File: config.mk
export PLATFORM = sky130hd
export DESIGN_NAME = axis_input_pipe
export DESIGN_NICKNAME = d
export VERILOG_FILES = /design/src/hw/conv_in_pkg.sv /design/src/hw/image_mux.sv /design/src/hw/image_shift_buffer.sv /design/src/hw/weight_rotator.sv /design/src/hw/axis_input_pipe.sv
export SDC_FILE = /design/constraint.sdc
export NUM_CORES = 1
export LEC_CHECK = 0
export BUFFER_PORTS_ARGS = -buffer_cell sky130_fd_sc_hd__buf_4
export CORE_AREA = 2 2 161 131
export CTS_BUF_LIST = sky130_fd_sc_hd__clkbuf_16
export DETAILED_ROUTE_END_ITERATION = 7
export DIE_AREA = 0 0 163 133
export MAX_ROUTING_LAYER = met4
export PLACE_DENSITY = 0.84
export SLEW_MARGIN = 5
export SYNTH_ARGS = -nofsm -noshare
export SYNTH_HDL_FRONTEND = slang
export SYNTH_SLANG_ARGS = --single-unit
File: constraint.sdc
create_clock -name aclk -period 4.8 [get_ports aclk]
set_input_delay 0 -clock aclk [delete_from_list [all_inputs] [get_ports aclk]]
set_output_delay 0 -clock aclk [all_outputs]
set_load 0.1 [all_outputs]
File: src/hw/conv_in_pkg.sv
`default_nettype none

package conv_in_pkg;

  // ******************************
  // Sizes
  // ******************************
  localparam int UNITS            = 2;
  localparam int WORD_WIDTH       = 8;
  localparam int KERNEL_H_MAX     = 3;  // odd
  localparam int KERNEL_W_MAX     = 3;
  localparam int CORES            = 4;
  localparam int UNITS_EDGES      = UNITS + KERNEL_H_MAX - 1;
  localparam int WEIGHTS_DMA_BITS = 32;
  localparam int BITS_KERNEL_H    = $clog2(KERNEL_H_MAX);
  localparam int BITS_KERNEL_W    = $clog2(KERNEL_W_MAX);
  localparam int BITS_REPEAT      = 8;
  localparam int BITS_CFG_PAD     = WEIGHTS_DMA_BITS - BITS_REPEAT - BITS_KERNEL_W - 2;

  // Weight rotator FSM
  localparam logic [1:0] ST_HDR    = 2'd0;
  localparam logic [1:0] ST_FILL   = 2'd1;
  localparam logic [1:0] ST_REPLAY = 2'd2;
  localparam logic [1:0] ST_DROP   = 2'd3;  // swallow rest of an over-long packet

  // ******************************
  // Image side
  // ******************************
  typedef struct packed {
    logic                     is_max;
    logic                     is_lrelu;
    logic [BITS_KERNEL_H-1:0] kernel_h_1;
  } image_user_t;

  typedef struct packed {
    logic [UNITS_EDGES-1:0][WORD_WIDTH-1:0] ch1;
    logic [UNITS_EDGES-1:0][WORD_WIDTH-1:0] ch2;
  } pixel_pair_t;

  typedef struct packed {
    logic [UNITS-1:0][WORD_WIDTH-1:0] ch1;
    logic [UNITS-1:0][WORD_WIDTH-1:0] ch2;
  } window_t;

  // ******************************
  // Weight side
  // ******************************
  typedef struct packed {
    logic [BITS_CFG_PAD-1:0]  pad;
    logic [BITS_REPEAT-1:0]   repeat_1;
    logic                     is_acc_last;
    logic                     is_1x1;
    logic [BITS_KERNEL_W-1:0] kernel_w_1;  // LSBs of the header word
  } weight_cfg_t;

  // Header beat vs data beat of the weight DMA stream
  typedef union packed {
    weight_cfg_t                      cfg;
    logic [CORES-1:0][WORD_WIDTH-1:0] bytes;
  } weight_beat_u;

  typedef logic [KERNEL_W_MAX-1:0][CORES-1:0][WORD_WIDTH-1:0] weight_vec_t;

  typedef struct packed {
    logic                     is_1x1;
    logic                     is_acc_last;
    logic [BITS_KERNEL_W-1:0] kernel_w_1;
  } weight_user_t;

  typedef struct packed {
    logic                     is_max;
    logic                     is_lrelu;
    logic                     is_1x1;
    logic                     is_acc_last;
    logic [BITS_KERNEL_W-1:0] kernel_w_1;
  } conv_user_t;

endpackage

`default_nettype wire

File: src/hw/image_mux.sv
`timescale 1ns/1ns
`default_nettype none

module image_mux (
  input  wire                                                       aclk,
  input  wire                                                       rst_n,
  input  wire [conv_in_pkg::UNITS_EDGES-1:0][conv_in_pkg::WORD_WIDTH-1:0] px1_data,
  input  wire [conv_in_pkg::UNITS_EDGES-1:0][conv_in_pkg::WORD_WIDTH-1:0] px2_data,
  input  wire conv_in_pkg::image_user_t                             px1_user,
  input  wire                                                       px1_valid,
  input  wire                                                       px2_valid,
  input  wire                                                       out_ready,
  output logic                                                      px1_ready,
  output logic                                                      px2_ready,
  output conv_in_pkg::pixel_pair_t                                  out_data,
  output conv_in_pkg::image_user_t                                  out_user,
  output logic                                                      out_valid
);

  import conv_in_pkg::*;

  logic slot_free;
  logic take;

  // ******************************
  // Lockstep join
  // ******************************

  // Register can take a beat if empty or emptied this cycle
  assign slot_free = !out_valid || out_ready;

  // Each side waits for the other so both transfer on the same edge
  assign px1_ready = px2_valid && slot_free;
  assign px2_ready = px1_valid && slot_free;

  assign take = px1_valid && px2_valid && slot_free;

  // ******************************
  // Output register
  // ******************************

  always_ff @(posedge aclk) begin
    if (!rst_n) begin
      out_valid <= 1'b0;
    end else if (take) begin
      out_valid <= 1'b1;
    end else if (out_ready) begin
      out_valid <= 1'b0;  // Drained, nothing new
    end
  end

  always_ff @(posedge aclk) begin
    if (take) begin
      out_data.ch1 <= px1_data;
      out_data.ch2 <= px2_data;
      out_user     <= px1_user;  // Side-band only rides on stream 1
    end
  end

endmodule

`default_nettype wire

File: src/hw/image_shift_buffer.sv
`timescale 1ns/1ns
`default_nettype none

module image_shift_buffer (
  input  wire                            aclk,
  input  wire                            rst_n,
  input  wire conv_in_pkg::pixel_pair_t  in_data,
  input  wire conv_in_pkg::image_user_t  in_user,
  input  wire                            in_valid,
  input  wire                            out_ready,
  output logic                           in_ready,
  output conv_in_pkg::window_t           out_data,
  output conv_in_pkg::image_user_t       out_user,
  output logic                           out_valid
);

  import conv_in_pkg::*;

  pixel_pair_t              pair_q;
  logic [BITS_KERNEL_H-1:0] row;
  logic                     last_row;
  logic                     load;

  // ******************************
  // Row sequencing
  // ******************************

  assign last_row = (row == out_user.kernel_h_1);

  // Free again on the edge where the last row leaves, so pairs follow
  // back to back
  assign in_ready = !out_valid || (out_ready && last_row);
  assign load     = in_valid && in_ready;

  always_ff @(posedge aclk) begin
    if (!rst_n) begin
      out_valid <= 1'b0;
      row       <= '0;
    end else if (load) begin
      out_valid <= 1'b1;
      row       <= '0;
    end else if (out_valid && out_ready) begin
      if (last_row) begin
        out_valid <= 1'b0;
      end else begin
        row <= row + 1'b1;
      end
    end
  end

  // Stored pair and its side-band
  always_ff @(posedge aclk) begin
    if (load) begin
      pair_q   <= in_data;
      out_user <= in_user;
    end
  end

  // ******************************
  // Window select
  // ******************************

  // Row r takes words r .. r+UNITS-1 of both channels
  always_comb begin
    for (int i = 0; i < UNITS; i++) begin
      out_data.ch1[i] = pair_q.ch1[int'(row) + i];
      out_data.ch2[i] = pair_q.ch2[int'(row) + i];
    end
  end

endmodule

`default_nettype wire

File: src/hw/weight_rotator.sv
`timescale 1ns/1ns
`default_nettype none

module weight_rotator (
  input  wire                             aclk,
  input  wire                             rst_n,
  input  wire conv_in_pkg::weight_beat_u  in_beat,
  input  wire                             in_last,
  input  wire                             in_valid,
  input  wire                             out_ready,
  output logic                            in_ready,
  output conv_in_pkg::weight_vec_t        out_data,
  output conv_in_pkg::weight_user_t       out_user,
  output logic                            out_last,
  output logic                            out_valid
);

  import conv_in_pkg::*;

  logic [1:0]               state;
  logic [1:0]               state_next;
  logic [BITS_KERNEL_W-1:0] col;
  logic [BITS_REPEAT-1:0]   rep;
  logic                     take;
  logic                     last_col;

  assign take     = in_valid && in_ready;
  assign last_col = (col == out_user.kernel_w_1);

  assign out_valid = (state == ST_REPLAY);
  assign out_last  = (rep == '0);  // Final repeat of the stored set

  // ******************************
  // FSM
  // ******************************

  always_comb begin
    state_next = state;
    case (state)
      ST_HDR: begin
        if (take && !in_last) begin
          state_next = ST_FILL;  // Header alone with tlast is dropped
        end
      end
      ST_FILL: begin
        if (take) begin
          if (in_last && last_col) begin
            state_next = ST_REPLAY;
          end else if (in_last) begin
            state_next = ST_HDR;   // Short packet
          end else if (last_col) begin
            state_next = ST_DROP;  // Long packet, flush to tlast
          end
        end
      end
      ST_DROP: begin
        if (take && in_last) begin
          state_next = ST_HDR;
        end
      end
      default: begin
        if (out_ready && out_last) begin
          state_next = ST_HDR;
        end
      end
    endcase
  end

  // Ready is registered and follows the next state
  always_ff @(posedge aclk) begin
    if (!rst_n) begin
      state    <= ST_HDR;
      in_ready <= 1'b0;
    end else begin
      state    <= state_next;
      in_ready <= (state_next != ST_REPLAY);
    end
  end

  // ******************************
  // Counters
  // ******************************

  always_ff @(posedge aclk) begin
    if (!rst_n) begin
      col <= '0;
      rep <= '0;
    end else if (take && state == ST_HDR) begin
      col <= '0;
      rep <= in_beat.cfg.repeat_1;
    end else if (take && state == ST_FILL) begin
      col <= col + 1'b1;
    end else if (out_valid && out_ready) begin
      rep <= rep - 1'b1;
    end
  end

  // ******************************
  // Weight bank
  // ******************************

  always_ff @(posedge aclk) begin
    if (take && state == ST_HDR) begin
      out_data             <= '0;  // Unused columns stay zero
      out_user.is_1x1      <= in_beat.cfg.is_1x1;
      out_user.is_acc_last <= in_beat.cfg.is_acc_last;
      out_user.kernel_w_1  <= in_beat.cfg.kernel_w_1;
    end else if (take && state == ST_FILL) begin
      out_data[col] <= in_beat.bytes;  // Byte c to core c
    end
  end

endmodule

`default_nettype wire

File: src/hw/axis_input_pipe.sv
`timescale 1ns/1ns
`default_nettype none

module axis_input_pipe (
  input  wire                                                       aclk,
  input  wire                                                       rst_n,
  input  wire [conv_in_pkg::UNITS_EDGES-1:0][conv_in_pkg::WORD_WIDTH-1:0] s_pixels_1_data,
  input  wire [conv_in_pkg::UNITS_EDGES-1:0][conv_in_pkg::WORD_WIDTH-1:0] s_pixels_2_data,
  input  wire conv_in_pkg::image_user_t                             s_pixels_1_user,
  input  wire                                                       s_pixels_1_valid,
  input  wire                                                       s_pixels_2_valid,
  input  wire conv_in_pkg::weight_beat_u                            s_weights_data,
  input  wire                                                       s_weights_last,
  input  wire                                                       s_weights_valid,
  input  wire                                                       m_ready,
  output logic                                                      s_pixels_1_ready,
  output logic                                                      s_pixels_2_ready,
  output logic                                                      s_weights_ready,
  output conv_in_pkg::window_t                                      m_pixels,
  output conv_in_pkg::weight_vec_t                                  m_weights,
  output conv_in_pkg::conv_user_t                                   m_user,
  output logic                                                      m_last,
  output logic                                                      m_valid
);

  import conv_in_pkg::*;

  pixel_pair_t  mux_data;
  image_user_t  mux_user;
  logic         mux_valid;
  logic         mux_ready;
  image_user_t  win_user;
  logic         win_valid;
  logic         win_ready;
  weight_user_t wt_user;
  logic         wt_last;
  logic         wt_valid;
  logic         wt_ready;

  image_mux im_mux (
    .aclk      (aclk), .rst_n     (rst_n),
    .px1_data  (s_pixels_1_data),  .px2_data  (s_pixels_2_data),
    .px1_user  (s_pixels_1_user),
    .px1_valid (s_pixels_1_valid), .px2_valid (s_pixels_2_valid),
    .out_ready (mux_ready),
    .px1_ready (s_pixels_1_ready), .px2_ready (s_pixels_2_ready),
    .out_data  (mux_data), .out_user  (mux_user), .out_valid (mux_valid)
  );

  image_shift_buffer im_shift (
    .aclk      (aclk),      .rst_n     (rst_n),
    .in_data   (mux_data),  .in_user   (mux_user), .in_valid  (mux_valid),
    .out_ready (win_ready), .in_ready  (mux_ready),
    .out_data  (m_pixels),  .out_user  (win_user), .out_valid (win_valid)
  );

  weight_rotator weights_rot (
    .aclk      (aclk),           .rst_n     (rst_n),
    .in_beat   (s_weights_data), .in_last   (s_weights_last),
    .in_valid  (s_weights_valid), .out_ready (wt_ready),
    .in_ready  (s_weights_ready), .out_data  (m_weights),
    .out_user  (wt_user), .out_last  (wt_last), .out_valid (wt_valid)
  );

  // ******************************
  // Stream join
  // ******************************
  assign m_valid   = win_valid && wt_valid;
  assign win_ready = m_ready && wt_valid;
  assign wt_ready  = m_ready && win_valid;

  // Side-band merge
  assign m_last             = wt_last;
  assign m_user.is_max      = win_user.is_max;
  assign m_user.is_lrelu    = win_user.is_lrelu;
  assign m_user.is_1x1      = wt_user.is_1x1;
  assign m_user.is_acc_last = wt_user.is_acc_last;
  assign m_user.kernel_w_1  = wt_user.kernel_w_1;

endmodule

`default_nettype wire

==> results.tsv, run 1 <==
metric	value	unit
grtUsageMet1	0.277	
final-max-slew-violation-count	0	
cts.sinks	253	
synth_nets	832	
reg2reg_slack	2.08	ns
drt-total-wl	24600	microns
synth_flop_cell	edfxtp_1	
yosysWarnings	0	
fp.dieW	163	microns
busiest_layer	met2	
ys_types	41	
rr_endpoint	im_shift.pair_q[34]	
crit_path_start_kind	register	
avgSynthCellArea	12.9	sq um
grt_use_met2	0.391	
outcome	finished, final reports clean	
cp.arrival	2.90	ns
worst_slack	2.08	ns
core_area	20300	sq um
p_sw_frac	0.245	
worst_pin_slew	1.03	ns
hold_viol_final	0	
grt_max_degree	69	
portBuffers	245	
fmax	368	MHz
worstSkewPairLatency	0.52	ns
ys_async_sr_fraction	0	
seq_area_frac_synth	0.696	
p_comb_frac	0.113	
pwr-share-seq	0.485	
grt_antenna_before_repair	2	
finalNetCount	1175	
cts_resized	0	
drtAntennaViolNets	0	
h-tree-depth	1	
cts_tree	done	
period_minus_slack	2.72	ns
grt-ovfl-total	0	
wl_per_cell	18.2	microns
grt_pass1_wl	37700	microns
cts_buffer_depth	3	
n_fill_cell	1467	
post-cts-setup-buffers	0	
ioPinCount	246	
r2r-start	weights_rot.state[1]	
root_buffer	clkbuf_16	
row_count	47	
syn_inst	720	
worst_r2r_path_depth	5	
dieArea	21700	sq um
synth_edf_count	140	
tns	0	ns
drt_pass1_iterations	7	
endpoint_kind	register	
p_switching	0.00121	W
cts.clk_slew.worst_paths	0.07	ns
post-place-ws	2.10	ns
first_global_vias	7128	
drtIter0Drc	720	
via_count	6983	
placed_cell_area	11300	sq um
rsz0062_at_grt	false	
die_h	133	microns
leakage	5.07	nW
criticalPathCategory	reg -> reg	
drive_above_1_share	0.307	
syn_to_final_growth	42.5	%
holdCritPathClass	in -> reg	
vias_per_cell	5.16	
drc_errors	0	
worst_hold_startpoint	m_ready	
initial_utilization	0.458	
gp_congestion	0.838	
period_share	0.566	
clkPwrFrac	0.401	
grt_use_total	0.228	
peakVddDrop	0.000217	V
finClkSkew	0.0293	ns
design_area	13200	sq um
use_met3	0.0313	
total_power	0.00495	W
crit_required	4.98	ns
cts_made_buffers	26	
min_to	weights_rot.state[1]	
holdPathStages	4	
crit_fanout	48	
dp_hpwl	15000	microns
worst_slew_margin_rel	0.310	
p_int	0.00373	W
hold_slack	0.0449	ns
netlist_area	9290	sq um
finalSetupViolations	0	
maxCapViolCount	0	
synth-seq-cells	253	
p_per_area	374	nW/um^2
## per-layer routing
metal | vias up | share of wire
li1 | 3246 | -
met1 | 3384 | 0.40
met2 | 287 | 0.53
met3 | 66 | 0.047
met4 | 0 | 0.031
met5 | - | 0
## placed cells by master, fill, tap and decap left out, drive strengths merged, types with 2 or more instances in the layout
cell type	netlist	final
ha	5	5
or4	2	2
and2	5	5
nand3	4	4
nor2	8	8
diode	0	2
and3b	2	2
edfxtp	140	140
dlygate4sd3	0	106
a21oi	113	113
bufinv	0	3
nand2b	4	4
a22oi	3	3
nor3	4	4
nand2	200	200
nor4	3	3
and3	2	2
buf	41	256
dfxtp	113	113
mux4	32	32
clkinv	0	9
xnor2	6	6
clkbuf	6	27
o311ai	2	2
and4b	2	2
o21ai	3	3
inv	9	18
## worst max-delay path by stage
stage,startpoint,to,slack (ns),depth (start not counted)
finish,weights_rot.state[1],im_shift.pair_q[34],2.08,5
global route,weights_rot.state[1],im_shift.pair_q[41],1.86,5
CTS,im_shift.out_user[1],im_shift.pair_q[4],2.04,5
detailed placement,im_shift.out_user[1],im_shift.pair_q[53],2.10,5
global placement,im_shift.out_user[1],im_shift.pair_q[53],2.28,5
floorplan,im_shift.row[1],im_mux.out_data[0],0.12,4
## synthesized netlist by cell type (2+ instances only)
master | count | area share
and3b_1 | 2 | 0.0019
nor3_1 | 4 | 0.0022
inv_1 | 8 | 0.0032
o21ai_1 | 2 | 0.0011
and4b_1 | 2 | 0.0022
buf_2 | 33 | 0.018
nand2_1 | 200 | 0.081
a21oi_1 | 113 | 0.061
edfxtp_1 | 140 | 0.45
and2_1 | 5 | 0.0034
dfxtp_1 | 113 | 0.24
clkbuf_1 | 6 | 0.0024
a22oi_1 | 3 | 0.0024
ha_1 | 5 | 0.0067
xnor2_1 | 6 | 0.0057
nor2_1 | 8 | 0.0032
and3_1 | 2 | 0.0013
buf_4 | 8 | 0.0065
nand3_1 | 4 | 0.0022
nand2b_1 | 4 | 0.0027
mux4_2 | 32 | 0.078
## power by group through the flow
stage | registers, W | logic, W | clock network, W
2_1_floorplan | 0.00259 | 0.000177 | 0
3_3_place_gp | 0.00244 | 0.000481 | 0
3_5_place_dp | 0.00244 | 0.000486 | 0
4_1_cts | 0.00240 | 0.000559 | 0.00202
5_1_grt | 0.00240 | 0.000585 | 0.00211
6_report | 0.00240 | 0.000561 | 0.00199
## state kept, by name, indices dropped and copies added (netlist names)
register / flops
im_mux.out_valid: 1
weights_rot.out_data: 96
weights_rot.in_ready: 1
im_shift.out_valid: 1
im_mux.out_user: 4
weights_rot.rep: 8
weights_rot.col: 2
im_shift.pair_q: 64
weights_rot.out_user: 4
weights_rot.state: 2
im_shift.row: 2
im_shift.out_user: 4
im_mux.out_data: 64
## kinds of logic after synthesis
kind of cell / after synthesis / share of synthesized area
XOR/XNOR: 7 / 0.00660
flip-flops: 253 / 0.696
AO/OA/AOI/OAI: 127 / 0.0718
multiplexers: 32 / 0.0776
AND/OR/NAND/NOR: 240 / 0.111
buffers and inverters: 56 / 0.0303
adder cells (fa/ha/maj): 5 / 0.00673
## cell type report
type                       instances  area, sq um  share of cell area
clock inverter                    21          181              0.0137
sequential                       253         6470               0.489
inverter                           9         35.0             0.00265
clock buffer                      27          676              0.0510
timing repair buffer             362         2980               0.225
tap                              269          337              0.0254
multi-input combinational        411         2550               0.193
antenna                            2         5.00            0.000378
## critical path: stages (launching register included)
cell	delay (ns)
dfxtp_1	0.49
and3b_1	0.22
a31oi_1	0.19
nand2b_1	0.26
inv_2	0.75
buf_4	0.42
## through the flow
step                cells  utilization
floorplan             720            -
global placement     1198        0.558
detailed placement   1198        0.558
CTS                  1352        0.652
global route         1354        0.652
finish               1354        0.652
## what timing repair did
action                                  4_1_cts  5_1_grt
hold endpoints to repair                    185        0
hold buffers                                106        0
endpoints found under the setup margin        0        0
(Power assumes the default switching activity.)
==> run 2, diff against run 1 <==
--- a/config.mk
+++ b/config.mk
@@ -6,12 +6,12 @@
 export NUM_CORES = 1
 export LEC_CHECK = 0
 export BUFFER_PORTS_ARGS = -buffer_cell sky130_fd_sc_hd__buf_4
-export CORE_AREA = 2 2 161 131
+export CORE_AREA = 2 2 153 125
 export CTS_BUF_LIST = sky130_fd_sc_hd__clkbuf_16
 export DETAILED_ROUTE_END_ITERATION = 7
-export DIE_AREA = 0 0 163 133
+export DIE_AREA = 0 0 155 127
 export MAX_ROUTING_LAYER = met4
-export PLACE_DENSITY = 0.84
+export PLACE_DENSITY = 0.88
 export SLEW_MARGIN = 5
 export SYNTH_ARGS = -nofsm -noshare
 export SYNTH_HDL_FRONTEND = slang
==> constraint.sdc (replaced) <==
create_clock -name aclk -period 2.7 [get_ports aclk]
set_input_delay 0 -clock aclk [delete_from_list [all_inputs] [get_ports aclk]]
set_output_delay 0 -clock aclk [all_outputs]
set_load 0.1 [all_outputs]
==> run 2 against run 1 <==
Compared with the run above: clock power rose by 65%; die area fell by 9.2%; sequential share of layout area rose by 0.36 points; critical path type is now reg -> out.
==> results.tsv, run 2 (same netlist as run 1, synthesis figures left out) <==
metric	value	unit
root_buffer	clkbuf_16	
drtIter0Drc	640	
crit_path_start_kind	register	
worst_slack	0.355	ns
fmax	426	MHz
cts_tree	done	
outcome	finished, final reports clean	
worstSkewPairLatency	0.51	ns
fp.dieW	155	microns
p_per_area	652	nW/um^2
criticalPathCategory	reg -> out	
crit_required	2.70	ns
via_count	7245	
post-place-ws	0.628	ns
grt-ovfl-total	0	
period_share	0.869	
vias_per_cell	5.52	
core_area	18000	sq um
reg_top3	weights_rot.out_data x96, im_mux.out_data x64, im_shift.pair_q x64	
hold_viol_final	0	
most-common-layout-cells	buf_4, nand2_1, edfxtp_1, a21oi_1, dfxtp_1	
crit_fanout	10	
dp_hpwl	14900	microns
holdPathStages	4	
tns	0	ns
rr_endpoint	im_shift.pair_q[57]	
rsz0062_at_grt	false	
grt_use_total	0.274	
worst_pin_slew	0.639	ns
finClkSkew	0.0108	ns
drc_errors	0	
cts_resized	0	
min_to	weights_rot.state[1]	
cts_buffer_depth	3	
final-max-slew-violation-count	0	
worst_r2r_path_depth	5	
worst_slew_margin_rel	0.574	
finalSetupViolations	0	
peakVddDrop	0.000489	V
dieArea	19700	sq um
gp_congestion	0.879	
cts_made_buffers	24	
mostFrequentLayoutCell	buf_4	
cts.clk_slew.worst_paths	0.06	ns
leakage	5.02	nW
syn_to_final_growth	41.5	%
die_h	127	microns
ioPinCount	246	
period_minus_slack	2.35	ns
cp.arrival	2.35	ns
drt-total-wl	26300	microns
grt_antenna_before_repair	2	
drt_pass1_iterations	5	
first_global_vias	7504	
reg2reg_slack	0.46	ns
cts.sinks	253	
initial_utilization	0.516	
endpoint_kind	primary output	
largest_reg_flops	96	
n_fill_cell	1092	
finalNetCount	1174	
grt_max_degree	69	
h-tree-depth	1	
maxCapViolCount	0	
r2r-start	weights_rot.state[0]	
grt_pass1_wl	40500	microns
drive_above_1_share	0.311	
holdCritPathClass	in -> reg	
worst_hold_startpoint	m_ready	
row_count	44	
portBuffers	245	
top_register	weights_rot.out_data	
wl_per_cell	20.0	microns
drtAntennaViolNets	0	
run 2: through the flow:
step,cell area [sq um],hold WS (ns),util,power (W),instances
2_1_floorplan,9310,0.0989,-,0.00491,720
3_3_place_gp,11300,0.178,0.629,0.00519,1161
3_5_place_dp,11300,0.179,0.629,0.00521,1161
4_1_cts,13100,0.0598,0.730,0.00857,1310
5_1_grt,13100,0.126,0.730,0.00881,1312
6_report,13100,0.0901,0.730,0.00857,1313
run 2: per-layer routing:
layer  vias up  share of wire  track usage  wire [microns]
met4         0          0.045        0.117            1180
met5         -              0            -               0
li1       3246              -            -               -
met1      3517           0.36        0.307            9410
met2       391           0.53        0.490           14000
met3        91          0.064       0.0444            1670
run 2: worst max-delay path, cell delays in order, from the launching register on:
cell	delay [ns]
dfxtp_1	0.50
and3b_1	0.23
a31oi_1	0.44
nand2_1	0.22
and2_1	0.21
buf_4	0.23
run 2: worst max path at each step:
| stage | startpoint | depth (start not counted) | to |
|---|---|---|---|
| 2_1_floorplan | weights_rot.state[1] | 1 | m_valid |
| 3_3_place_gp | weights_rot.state[0] | 5 | im_shift.pair_q[35] |
| 3_5_place_dp | weights_rot.state[0] | 5 | im_shift.pair_q[35] |
| 4_1_cts | im_shift.row[0] | 3 | m_pixels[19] |
| 5_1_grt | weights_rot.state[0] | 5 | s_pixels_2_ready |
| 6_report | weights_rot.state[0] | 5 | s_pixels_2_ready |
run 2: power breakdown:
part	leakage, nW	switching (W)	internal [W]	total, W
logic	2.41	0.000676	0.000340	0.00102
clock network	0.400	0.00141	0.00187	0.00328
registers	2.21	0.0000667	0.00420	0.00427
run 2: repair_timing:
action	in CTS	in global routing
buffers inserted	0	0
endpoints found under the hold margin	183	0
hold buffers	105	0
run 2: layout make-up:
class	count	area, sq um	area share
Antenna cell	3	7.51	0.000571
Tap cell	230	288	0.0219
Clock inverter	19	144	0.0109
Multi-Input combinational cell	411	2560	0.195
Clock buffer	25	626	0.0476
Sequential cell	253	6470	0.492
Timing Repair Buffer	363	3010	0.229
Inverter	9	37.5	0.00286
==> run 3, diff against run 2 <==
--- a/config.mk
+++ b/config.mk
@@ -5,7 +5,7 @@
 export SDC_FILE = /design/constraint.sdc
 export NUM_CORES = 1
 export LEC_CHECK = 0
-export BUFFER_PORTS_ARGS = -buffer_cell sky130_fd_sc_hd__buf_4
+export BUFFER_PORTS_ARGS = -buffer_cell sky130_fd_sc_hd__buf_2
 export CORE_AREA = 2 2 153 125
 export CTS_BUF_LIST = sky130_fd_sc_hd__clkbuf_16
 export DETAILED_ROUTE_END_ITERATION = 7
==> run 3 against run 2 <==
Compared with the run above: setup slack lost 0.072 ns; first-iteration DRC count increased by 9.8%; die area is the same; sequential power hardly changed; clock power up 5%; utilization shrank 3.1 points; count of clock-buffer cells in the layout unchanged; register-to-register slack got worse by 0.08 ns; via count fell by 1.1%; critical path type unchanged.
==> results.tsv, run 3 (same netlist as run 1, synthesis figures left out) <==
metric	value	unit
drive_above_1_share	0.315	
wl_per_cell	19.6	microns
worst_pin_slew	0.656	ns
cpLargestDelayFamily	simple AND/OR/NAND/NOR gates	
p_per_area	686	nW/um^2
via_count	7167	
worst_hold_startpoint	m_ready	
core_area	18000	sq um
p_switching	0.00219	W
cp.arrival	2.42	ns
fp.dieW	155	microns
vias_per_cell	5.45	
rsz0062_at_grt	false	
die_h	127	microns
fmax	414	MHz
hold_viol_final	0	
period_share	0.895	
row_count	44	
peakVddDrop	0.000519	V
endpoint_kind	primary output	
max_stage_delay	0.51	ns
cts_made_buffers	25	
post-cts-setup-buffers	0	
p_int	0.00645	W
drtIter0Drc	703	
dieArea	19700	sq um
worstSkewPairLatency	0.52	ns
grt_use_total	0.261	
drtAntennaViolNets	0	
r2r-start	im_shift.out_user[1]	
critPathLaunch	weights_rot.state[0]	
first_global_vias	7155	
final-max-slew-violation-count	0	
tns	0	ns
most-common-layout-cells	buf_2, nand2_1, edfxtp_1, a21oi_1, dfxtp_1	
outcome	finished, final reports clean	
drt_pass1_iterations	5	
crit_required	2.70	ns
ioPinCount	246	
worst_slack	0.282	ns
dp_hpwl	14200	microns
period_minus_slack	2.42	ns
post-place-ws	0.563	ns
grt_max_degree	69	
grt-ovfl-total	0	
n_fill_cell	1133	
holdCritPathClass	in -> reg	
largest_reg_flops	96	
clkPwrFrac	0.398	
root_buffer	clkbuf_16	
grt_pass1_wl	38600	microns
cts.clk_slew.worst_paths	0.06	ns
initial_utilization	0.516	
mostFrequentLayoutCell	buf_2	
slowest_stage	dfxtp_1	
p_comb_frac	0.108	
diodes	0	
cts_buffer_depth	3	
worst_slew_margin_rel	0.563	
portBuffers	245	
finalNetCount	1177	
reg2reg_slack	0.38	ns
cts.sinks	253	
top_register	weights_rot.out_data	
p_sw_frac	0.253	
path_buf_inv	1	
pwr-share-seq	0.494	
maxCapViolCount	0	
leakage	4.91	nW
syn_to_final_growth	35.5	%
criticalPathCategory	reg -> out	
grt_antenna_before_repair	0	
crit_fanout	10	
finalSetupViolations	0	
h-tree-depth	1	
drt-total-wl	25800	microns
gp_congestion	0.813	
path_cells	and3b_1 -> a31oi_1 -> nand2_1 -> and2_1 -> buf_2	
crit_path_start_kind	register	
reg_top3	weights_rot.out_data x96, im_mux.out_data x64, im_shift.pair_q x64	
finClkSkew	0.0225	ns
drc_errors	0	
cts_tree	done	
run 3: worst paths after layout:
kind / to / cells past startpoint
max reg2reg: im_shift.pair_q[62] / 5
min reg2reg: im_shift.pair_q[24] / 0
min: weights_rot.state[1] / 4
max: s_pixels_2_ready / 5
run 3: timing repair:
action / 4_1_cts / 5_1_grt
setup endpoints to repair: 0 / 0
hold endpoints to repair: 185 / 0
hold buffers: 107 / 0
resized for setup: 0 / 0
run 3: power by group through the flow:
stage	logic (W)	registers [W]	clock network (W)
2_1_floorplan	0.000319	0.00460	0
3_3_place_gp	0.000777	0.00433	0
3_5_place_dp	0.000788	0.00434	0
4_1_cts	0.000916	0.00426	0.00346
5_1_grt	0.000968	0.00427	0.00364
6_report	0.000935	0.00427	0.00344
run 3: worst reg2reg max path, delay by kind of cell, from the launching register on:
family | cells | cell delay (ns)
xor+xnor | 1 | 0.32
flops | 1 | 0.40
buf+inv | 2 | 0.60
compound gates | 1 | 0.28
simple gates | 1 | 0.28
run 3: per-layer routing:
layer  GRT usage  vias up  share of wire
met5           -        -              0
met4       0.102        0          0.044
met3      0.0366       87          0.055
met2       0.483      353           0.54
met1       0.286     3481           0.36
li1            -     3246              -
run 3: through the flow:
step	hold WS (ns)	instances	utilization	power, W	instance area [sq um]
2_1_floorplan	0.0989	720	-	0.00491	9310
3_3_place_gp	0.176	1161	0.594	0.00511	10700
3_5_place_dp	0.178	1161	0.594	0.00513	10700
4_1_cts	0.0337	1314	0.699	0.00863	12600
5_1_grt	0.0846	1314	0.699	0.00889	12600
6_report	0.0823	1314	0.699	0.00864	12600
run 3: final cells by class:
type / instances / area (sq um) / share of cell area
inverter: 9 / 37.5 / 0.00298
clock inverter: 21 / 191 / 0.0152
tap: 230 / 288 / 0.0229
timing repair buffer: 365 / 2420 / 0.192
sequential: 253 / 6470 / 0.514
clock buffer: 25 / 626 / 0.0497
multi-input combinational: 411 / 2560 / 0.203
